--- config.mk ---
export PLATFORM = sky130hd
export DESIGN_NAME = sq_top
export DESIGN_NICKNAME = d
export VERILOG_FILES = /design/src/sq_pkg.sv /design/src/sq_ifs.sv /design/src/store_queue.sv /design/src/load_forward.sv /design/src/sq_top.sv
export SDC_FILE = /design/constraint.sdc
export NUM_CORES = 2
export LEC_CHECK = 0
export BUFFER_PORTS_ARGS = -buffer_cell sky130_fd_sc_hd__buf_2
export CAP_MARGIN = 20
export CORE_ASPECT_RATIO = 1.4
export CORE_MARGIN = 2
export CORE_UTILIZATION = 50
export DETAILED_ROUTE_END_ITERATION = 8
export PLACE_DENSITY = 0.75
export SYNTH_ARGS = -nofsm -noshare
export SYNTH_HDL_FRONTEND = slang
export SYNTH_SLANG_ARGS = --single-unit
--- constraint.sdc ---
create_clock -name clock -period 10.64 [get_ports clock]
set_input_delay 1.596 -clock clock [delete_from_list [all_inputs] [get_ports clock]]
set_output_delay 1.596 -clock clock [all_outputs]
set_load 0.01 [all_outputs]
--- src/sq_pkg.sv ---
`default_nettype none

package sq_pkg;

	// queue geometry, one slot is kept empty so at most SQ_SIZE-1 stores are live
	localparam int SQ_SIZE  = 8;
	localparam int SQ_IDX_W = 3; // log2 of SQ_SIZE

	// word widths
	localparam int ADDR_W = 32;
	localparam int DATA_W = 64;

	typedef logic [SQ_IDX_W-1:0] sq_idx_t; // slot index, wraps naturally

	// one store slot
	typedef struct packed {
		logic [ADDR_W-1:0] addr;       // store address
		logic              addr_ready; // address has been computed
		logic [DATA_W-1:0] data;       // store data word
		logic              data_ready; // data has been produced
	} sq_entry_t;

endpackage

`default_nettype wire

--- src/sq_ifs.sv ---
`timescale 1ns/1ps
`default_nettype none

// next-state view of the queue, so the lookup sees this cycle's updates
interface sq_state_if import sq_pkg::*; ();
	sq_entry_t [SQ_SIZE-1:0] entries; // slot array after retire, execute, dispatch
	sq_idx_t                 head;    // oldest live slot after retire
	sq_idx_t                 tail;    // next free slot after dispatch

	modport src (output entries, output head, output tail);
	modport dst (input entries, input head, input tail);
endinterface

// one load lookup request and its result
interface sq_lookup_if import sq_pkg::*; ();
	logic              rd_en;    // load is probing the queue
	logic [ADDR_W-1:0] rd_addr;  // load address
	sq_idx_t           ld_pos;   // queue tail seen by the load at its dispatch
	logic [DATA_W-1:0] rd_data;  // forwarded word
	logic              rd_valid; // forwarded word is usable
	logic              rd_stall; // load must wait

	modport fwd (
		input  rd_en,
		input  rd_addr,
		input  ld_pos,
		output rd_data,
		output rd_valid,
		output rd_stall
	);
endinterface

// allocation status and the head store going to memory
interface sq_alloc_if import sq_pkg::*; ();
	sq_idx_t           tail;        // slot the next dispatch takes
	logic              full;
	logic              empty;
	logic [ADDR_W-1:0] commit_addr; // head slot address
	logic [DATA_W-1:0] commit_data; // head slot data

	modport src (
		output tail,
		output full,
		output empty,
		output commit_addr,
		output commit_data
	);
	modport dst (
		input tail,
		input full,
		input empty,
		input commit_addr,
		input commit_data
	);
endinterface

`default_nettype wire

--- src/store_queue.sv ---
`timescale 1ns/1ps
`default_nettype none

module store_queue import sq_pkg::*; (
	input  logic              clock,
	input  logic              reset,

	// dispatch, in program order
	input  logic              dispatch_en,
	input  logic [ADDR_W-1:0] dispatch_addr,
	input  logic              dispatch_addr_ready, // address known at dispatch
	input  logic [DATA_W-1:0] dispatch_data,
	input  logic              dispatch_data_ready, // data known at dispatch

	// execute fills in a late address or data by slot index
	input  logic              ex_en,
	input  sq_idx_t           ex_index,
	input  logic [ADDR_W-1:0] ex_addr,
	input  logic              ex_addr_en,
	input  logic [DATA_W-1:0] ex_data,
	input  logic              ex_data_en,

	// retire drains the head
	input  logic              rt_en,

	sq_state_if.src           state, // next state, for the same-cycle lookup
	sq_alloc_if.src           alloc  // registered status and commit port
);

	// payload storage
	logic [ADDR_W-1:0]  addr_q [SQ_SIZE];
	logic [DATA_W-1:0]  data_q [SQ_SIZE];

	// control state
	logic [SQ_SIZE-1:0] addr_rdy_q;
	logic [SQ_SIZE-1:0] data_rdy_q;
	sq_idx_t            head_q; // oldest live store
	sq_idx_t            tail_q; // next free slot

	sq_entry_t [SQ_SIZE-1:0] cur_entries; // registered slots as structs
	sq_entry_t [SQ_SIZE-1:0] nxt_entries;
	sq_idx_t                 head_n;
	sq_idx_t                 tail_n;
	sq_idx_t                 tail_inc;   // tail_n + 1 with wrap
	logic                    is_empty;

	assign is_empty = (head_q == tail_q);

	// gather the split storage into one entry per slot
	for (genvar g = 0; g < SQ_SIZE; g++) begin : g_pack
		assign cur_entries[g].addr       = addr_q[g];
		assign cur_entries[g].addr_ready = addr_rdy_q[g];
		assign cur_entries[g].data       = data_q[g];
		assign cur_entries[g].data_ready = data_rdy_q[g];
	end

	// next state, order is retire then execute then dispatch
	always_comb begin
		nxt_entries = cur_entries;
		head_n      = head_q;
		tail_n      = tail_q;

		// retire frees the head slot, ignored on an empty queue
		if (rt_en && !is_empty) begin
			nxt_entries[head_n].addr_ready = 1'b0;
			nxt_entries[head_n].data_ready = 1'b0;
			head_n = head_n + 1'b1;
		end

		// execute writes by index
		if (ex_en) begin
			if (ex_addr_en) begin
				nxt_entries[ex_index].addr       = ex_addr;
				nxt_entries[ex_index].addr_ready = 1'b1;
			end
			if (ex_data_en) begin
				nxt_entries[ex_index].data       = ex_data;
				nxt_entries[ex_index].data_ready = 1'b1;
			end
		end

		// dispatch takes the tail slot unless it would hit the post-retire head
		tail_inc = tail_n + 1'b1;
		if (dispatch_en && (tail_inc != head_n)) begin
			nxt_entries[tail_n].addr       = dispatch_addr;
			nxt_entries[tail_n].addr_ready = dispatch_addr_ready;
			nxt_entries[tail_n].data       = dispatch_data;
			nxt_entries[tail_n].data_ready = dispatch_data_ready;
			tail_n = tail_inc; // full dispatch is silently dropped
		end
	end

	// pointers and ready flags
	always_ff @(posedge clock) begin
		if (reset) begin
			head_q     <= '0;
			tail_q     <= '0;
			addr_rdy_q <= '0;
			data_rdy_q <= '0;
		end else begin
			head_q <= head_n;
			tail_q <= tail_n;
			for (int i = 0; i < SQ_SIZE; i++) begin
				addr_rdy_q[i] <= nxt_entries[i].addr_ready;
				data_rdy_q[i] <= nxt_entries[i].data_ready;
			end
		end
	end

	// address and data words
	always_ff @(posedge clock) begin
		for (int i = 0; i < SQ_SIZE; i++) begin
			addr_q[i] <= nxt_entries[i].addr;
			data_q[i] <= nxt_entries[i].data;
		end
	end

	// bypass view for the forwarding block
	assign state.entries = nxt_entries;
	assign state.head    = head_n;
	assign state.tail    = tail_n;

	// status from the registered pointers
	assign alloc.tail        = tail_q;
	assign alloc.full        = (sq_idx_t'(tail_q + 1'b1) == head_q);
	assign alloc.empty       = is_empty;
	assign alloc.commit_addr = addr_q[head_q]; // only meaningful when not empty
	assign alloc.commit_data = data_q[head_q];

endmodule

`default_nettype wire

--- src/load_forward.sv ---
`timescale 1ns/1ps
`default_nettype none

module load_forward import sq_pkg::*; (
	sq_state_if.dst  state,  // post-update queue state
	sq_lookup_if.fwd lookup  // load probe and its result
);

	logic [SQ_SIZE-1:0] older_mask;   // live slot in [head, ld_pos) circularly
	logic [SQ_SIZE-1:0] match_mask;   // older store, known address, same word
	logic [SQ_SIZE-1:0] unknown_mask; // older store whose address is not known yet

	logic    hit;     // some older store matches
	sq_idx_t sel_idx; // youngest matching older store
	logic    sel_ready;
	logic    any_unknown;

	// per-slot masks, both ranges may wrap
	always_comb begin
		sq_idx_t slot;
		logic    in_live;
		logic    in_older;

		for (int i = 0; i < SQ_SIZE; i++) begin
			slot = sq_idx_t'(i);

			if (state.head <= state.tail) begin
				in_live = (slot >= state.head) && (slot < state.tail);
			end else begin
				in_live = (slot >= state.head) || (slot < state.tail); // wrapped
			end

			if (state.head <= lookup.ld_pos) begin
				in_older = (slot >= state.head) && (slot < lookup.ld_pos);
			end else begin
				in_older = (slot >= state.head) || (slot < lookup.ld_pos);
			end

			older_mask[i]   = in_live && in_older;
			match_mask[i]   = older_mask[i] && state.entries[i].addr_ready
				&& (state.entries[i].addr == lookup.rd_addr);
			unknown_mask[i] = older_mask[i] && !state.entries[i].addr_ready;
		end
	end

	// walk back from ld_pos-1 toward head, first match is the youngest
	always_comb begin
		sq_idx_t idx;

		hit     = 1'b0;
		sel_idx = '0;
		for (int k = 1; k <= SQ_SIZE; k++) begin
			idx = lookup.ld_pos - sq_idx_t'(k);
			if (!hit && match_mask[idx]) begin
				hit     = 1'b1;
				sel_idx = idx;
			end
		end
	end

	assign sel_ready   = state.entries[sel_idx].data_ready;
	assign any_unknown = |unknown_mask;

	// stall wins over forwarding, both low without a probe
	assign lookup.rd_stall = lookup.rd_en && (any_unknown || (hit && !sel_ready));
	assign lookup.rd_valid = lookup.rd_en && hit && sel_ready && !any_unknown;
	assign lookup.rd_data  = lookup.rd_valid ? state.entries[sel_idx].data : '0;

endmodule

`default_nettype wire

--- src/sq_top.sv ---
`timescale 1ns/1ps
`default_nettype none

module sq_top import sq_pkg::*; (
	input  logic              clock,
	input  logic              reset,

	// dispatch
	input  logic              dispatch_en,
	input  logic [ADDR_W-1:0] dispatch_addr,
	input  logic              dispatch_addr_ready,
	input  logic [DATA_W-1:0] dispatch_data,
	input  logic              dispatch_data_ready,

	// execute
	input  logic              ex_en,
	input  sq_idx_t           ex_index,
	input  logic [ADDR_W-1:0] ex_addr,
	input  logic              ex_addr_en,
	input  logic [DATA_W-1:0] ex_data,
	input  logic              ex_data_en,

	// retire
	input  logic              rt_en,

	// load lookup
	input  logic              rd_en,
	input  logic [ADDR_W-1:0] rd_addr,
	input  sq_idx_t           ld_pos,

	output logic [DATA_W-1:0] rd_data,
	output logic              rd_valid,
	output logic              rd_stall,

	// commit port and status
	output logic [ADDR_W-1:0] commit_addr,
	output logic [DATA_W-1:0] commit_data,
	output sq_idx_t           tail,
	output logic              full,
	output logic              empty
);

	sq_state_if  state_bus ();  // storage to forwarding, next state
	sq_lookup_if lookup_bus (); // load probe
	sq_alloc_if  alloc_bus ();  // status to the outside

	store_queue u_store_queue (
		.clock               (clock),
		.reset               (reset),
		.dispatch_en         (dispatch_en),
		.dispatch_addr       (dispatch_addr),
		.dispatch_addr_ready (dispatch_addr_ready),
		.dispatch_data       (dispatch_data),
		.dispatch_data_ready (dispatch_data_ready),
		.ex_en               (ex_en),
		.ex_index            (ex_index),
		.ex_addr             (ex_addr),
		.ex_addr_en          (ex_addr_en),
		.ex_data             (ex_data),
		.ex_data_en          (ex_data_en),
		.rt_en               (rt_en),
		.state               (state_bus.src),
		.alloc               (alloc_bus.src)
	);

	load_forward u_load_forward (
		.state  (state_bus.dst),
		.lookup (lookup_bus.fwd)
	);

	// load side onto the lookup bus
	assign lookup_bus.rd_en   = rd_en;
	assign lookup_bus.rd_addr = rd_addr;
	assign lookup_bus.ld_pos  = ld_pos;

	assign rd_data  = lookup_bus.rd_data;
	assign rd_valid = lookup_bus.rd_valid;
	assign rd_stall = lookup_bus.rd_stall;

	assign commit_addr = alloc_bus.commit_addr; // head store toward memory
	assign commit_data = alloc_bus.commit_data;
	assign tail        = alloc_bus.tail;
	assign full        = alloc_bus.full;
	assign empty       = alloc_bus.empty;

endmodule

`default_nettype wire

==> qor.csv <==
stage;metric;value;unit
power_and_ir_drop;power_per_cell_area;267;nW/um^2
global_routing;met1_usage;55.2;%
global_routing;busiest_layer;met2;
worst_setup_path;worstSetupStartpointType;primary input;
sta;worst_slack;-91.4;ps
cts;clock_sinks;790;
sta;holdWs;511;ps
worst_setup_path;crit_path_top_delay_cell;xnor2_1;
power_and_ir_drop;power.switching;7450;uW
yosys;synth_warnings;0;
power_and_ir_drop;p_seq_share;30.5;%
yosys;synth-edff-count;0;
global_routing;grtUsageMet2;75.6;%
flow_run;drv_cap;0;
worst_setup_path;critical-path-top-delay-family;compound AO/OA/AOI/OAI gates;
yosys;syn_area_per_cell;8.54;sq um
sta;max_freq;93.2;MHz
floorplan;fp.dieH;398;microns
routing;wl_per_cell;35.0;microns
global_routing;grt_use_met3;16.8;%
sta;hold_viol;0;
global_routing;grt_use_total;49.4;%
sta;fin_skew;30.8;ps
cts;cts_tree;yes;
place;dp_cells;8074;
yosys;yosys-top-cells-area;dfxtp_1 29%, mux2i_1 15%, mux4_2 7.8%;
power_and_ir_drop;p_int;9540;uW
power_and_ir_drop;ir_drop;0.213;mV
routing;ant_nets;0;
sta;setup_viol;3;
cts;cts_root_buffer;clkbuf_16;
yosys;syn_area;55500;sq um
worst_setup_path;end_kind;output pin;
place;post-place-ws;506;ps
cts;clock_latency;710;ps
global_routing;antenna_found_initial;71;
yosys;syn_nets;6754;
global_routing;grt_pass1_vias;54677;
floorplan;core_area;110000;sq um
sta;worst_pin_slew;1370;ps
sta;max-slew-margin-rel;7.80;%
floorplan;initial_utilization;50.4;%
place;place_congestion;1.12;
floorplan;die_w;286;microns
yosys;ys.flop_type;dfxtp_1;
yosys;async_reset_ff_share;0;%
routing;vias;57637;
power_and_ir_drop;swShare;43.8;%
cts;cts_htree_levels;3;
finish;nets;6966;
global_routing;overflow;0;
yosys;ys_top_cells_by_count;841 x mux2i_1, 831 x nand2_1, 790 x dfxtp_1;
power_and_ir_drop;power.share.clock;19.5;%
global_routing;grt_max_degree;98;
place;dpl.hpwl;205000;microns
yosys;synthesis.instances;6498;
finish;drive_gt1_share;24.3;%
yosys;synth_seq_cells;790;
yosys;ys_types;121;
cts;clock_tree.buffer_depth;3;
routing;routed_wl;290000;microns
run_status;outcome;finished with violations;
worst_setup_path;required;9040;ps
sta;fin_crit_sh;101;%
finish;syn_to_final_growth;14.7;%
finish;stdcell_area;63600;sq um
power_and_ir_drop;share_comb_of_total_power;50.0;%
worst_setup_path;slowest_delay;1080;ps
yosys;synth_top_cell_area_share;28.5;%
place;numPortBuffers;406;
routing;avgViaCountPerCell;6.96;
worst_setup_path;path_class;primary input to output pin;
worst_hold_path;hold_path_class;flip-flop to flip-flop;
floorplan;dieArea;114000;sq um
routing;drtIter0Drc;7622;
routing;drc;0;
cts;cts_made_buffers;85;
worst_setup_path;cp_common_cell;buf_4;
power_and_ir_drop;leakagePower;0.0249;uW
yosys;yosys.area.top_type;dfxtp_1;
sta;rsz0062_at_grt;false;
yosys;yosysMostFrequentCell;mux2i_1;
routing;drt_pass1_iterations;9;
floorplan;ios;407;
yosys;synth_seq_area_share;28.5;%
finish;stdcell_count;8283;
sta;slew_viol_final;0;
worst_setup_path;worstPathMaxFanout;15;
worst_setup_path;cp_num_buf_inv;8;
cts;cts.reportedPaths.clkPinSlew;60;ps
global_routing;grt_pass1_wl;406000;microns
place;place_area;60300;sq um
worst_setup_path;critPathArrivalTime;9140;ps
run_status;violations;setup timing;
sta;period_minus_slack;10730;ps
floorplan;std_cell_rows;144;
layout by cell type, fill, tap and decap left out, types with 40 or more instances in the layout:
cell       instances
a311oi_1          55
inv_1            111
mux2_2           253
and3_1            44
buf_4            396
nand4_1           60
diode_2           48
nand2b_1          40
mux2i_1          841
nor2b_1           65
nor2_1           326
o21ai_0          678
clkbuf_16         87
xnor2_1          129
nor4_1            67
mux4_2           193
nand2_1          826
nor3_1            59
a211oi_1          63
a31oi_1           67
o22ai_1           54
a21oi_1          257
nand3_1          152
buf_2            406
buf_12            45
dfxtp_1          787
power groups by stage:
stage / Sequential, uW / Clock (uW) / Combinational [uW]
floorplan: 4780 / 0 / 5220
global placement: 5080 / 0 / 7930
detailed placement: 5150 / 0 / 8030
CTS: 5100 / 3300 / 8090
global route: 5240 / 3410 / 8850
finish: 5190 / 3310 / 8490
registers in the layout (all words and copies together), names as in the netlist:
signal	flops
u_store_queue.data_q	512
u_store_queue.addr_q	256
u_store_queue.addr_rdy_q	8
u_store_queue.data_rdy_q	8
u_store_queue.alloc.tail	3
u_store_queue.head_q	3
worst reg2reg max path, cell delays in order (launching register included):
cell,delay [ps]
dfxtp_1,530
xor2_1,220
o31ai_2,790
o31a_1,740
o31a_2,660
buf_4,600
buf_4,790
o21ai_0,420
routing by layer:
layer  routed length, microns  part of all wire, %
met1                    99500                   34
met2                   127000                   44
met3                    34200                   12
met4                    29000                   10
met5                      320                 0.11
logic make-up (layout without fill, tap and decap cells):
family | Yosys count | count (layout) | synth area share [%]
compound gates | 1528 | 1528 | 17.6
fa+ha+maj | 17 | 17 | 0.379
simple gates | 1838 | 1838 | 15.7
other cells | 0 | 48 | 0
xor+xnor | 167 | 167 | 2.69
flops | 790 | 790 | 28.5
mux | 1309 | 1309 | 28.7
buf+inv | 849 | 1126 | 6.54
path summary, 6_finish.rpt:
path	from	endpoint	slack, ps	depth (start not counted)
min reg2reg	u_store_queue.addr_q[5][4]$_DFF_P_	u_store_queue.addr_q[5][4]$_DFF_P_	510	2
max reg2reg	u_store_queue.alloc.tail[1]$_SDFF_PP0_	u_store_queue.data_q[4][60]$_DFF_P_	5690	7
max	ex_index[1]	rd_data[27]	-90	26
min	u_store_queue.addr_q[5][4]$_DFF_P_	u_store_queue.addr_q[5][4]$_DFF_P_	510	2
stage by stage:
stage | TNS (ps) | total power, uW | utilization, %
global placement | 0 | 13000 | 54.8
floorplan | 0 | 10000 | -
detailed placement | 0 | 13200 | 54.8
global route | 0 | 17500 | 57.7
finish | -165 | 17000 | 57.8
CTS | 0 | 16500 | 57.5
area by class of cell:
type | count | area (sq um)
fillers | 9719 | 46400
multi-input cells | 4859 | 36300
flip-flops and latches | 790 | 15800
repair buffers | 855 | 6050
clock buffers | 111 | 2420
well taps | 1460 | 1830
clock inverters | 41 | 608
inverters | 119 | 447
diodes | 48 | 120
repair_timing:
action                                  in CTS  in global routing
hold endpoints to repair                     0                  0
hold buffers                                 0                  0
setup buffers                                0                  2
resized for setup                            0                  6
endpoints found under the setup margin       0                 52
No activity file was read; power rests on OpenSTA's default activity.
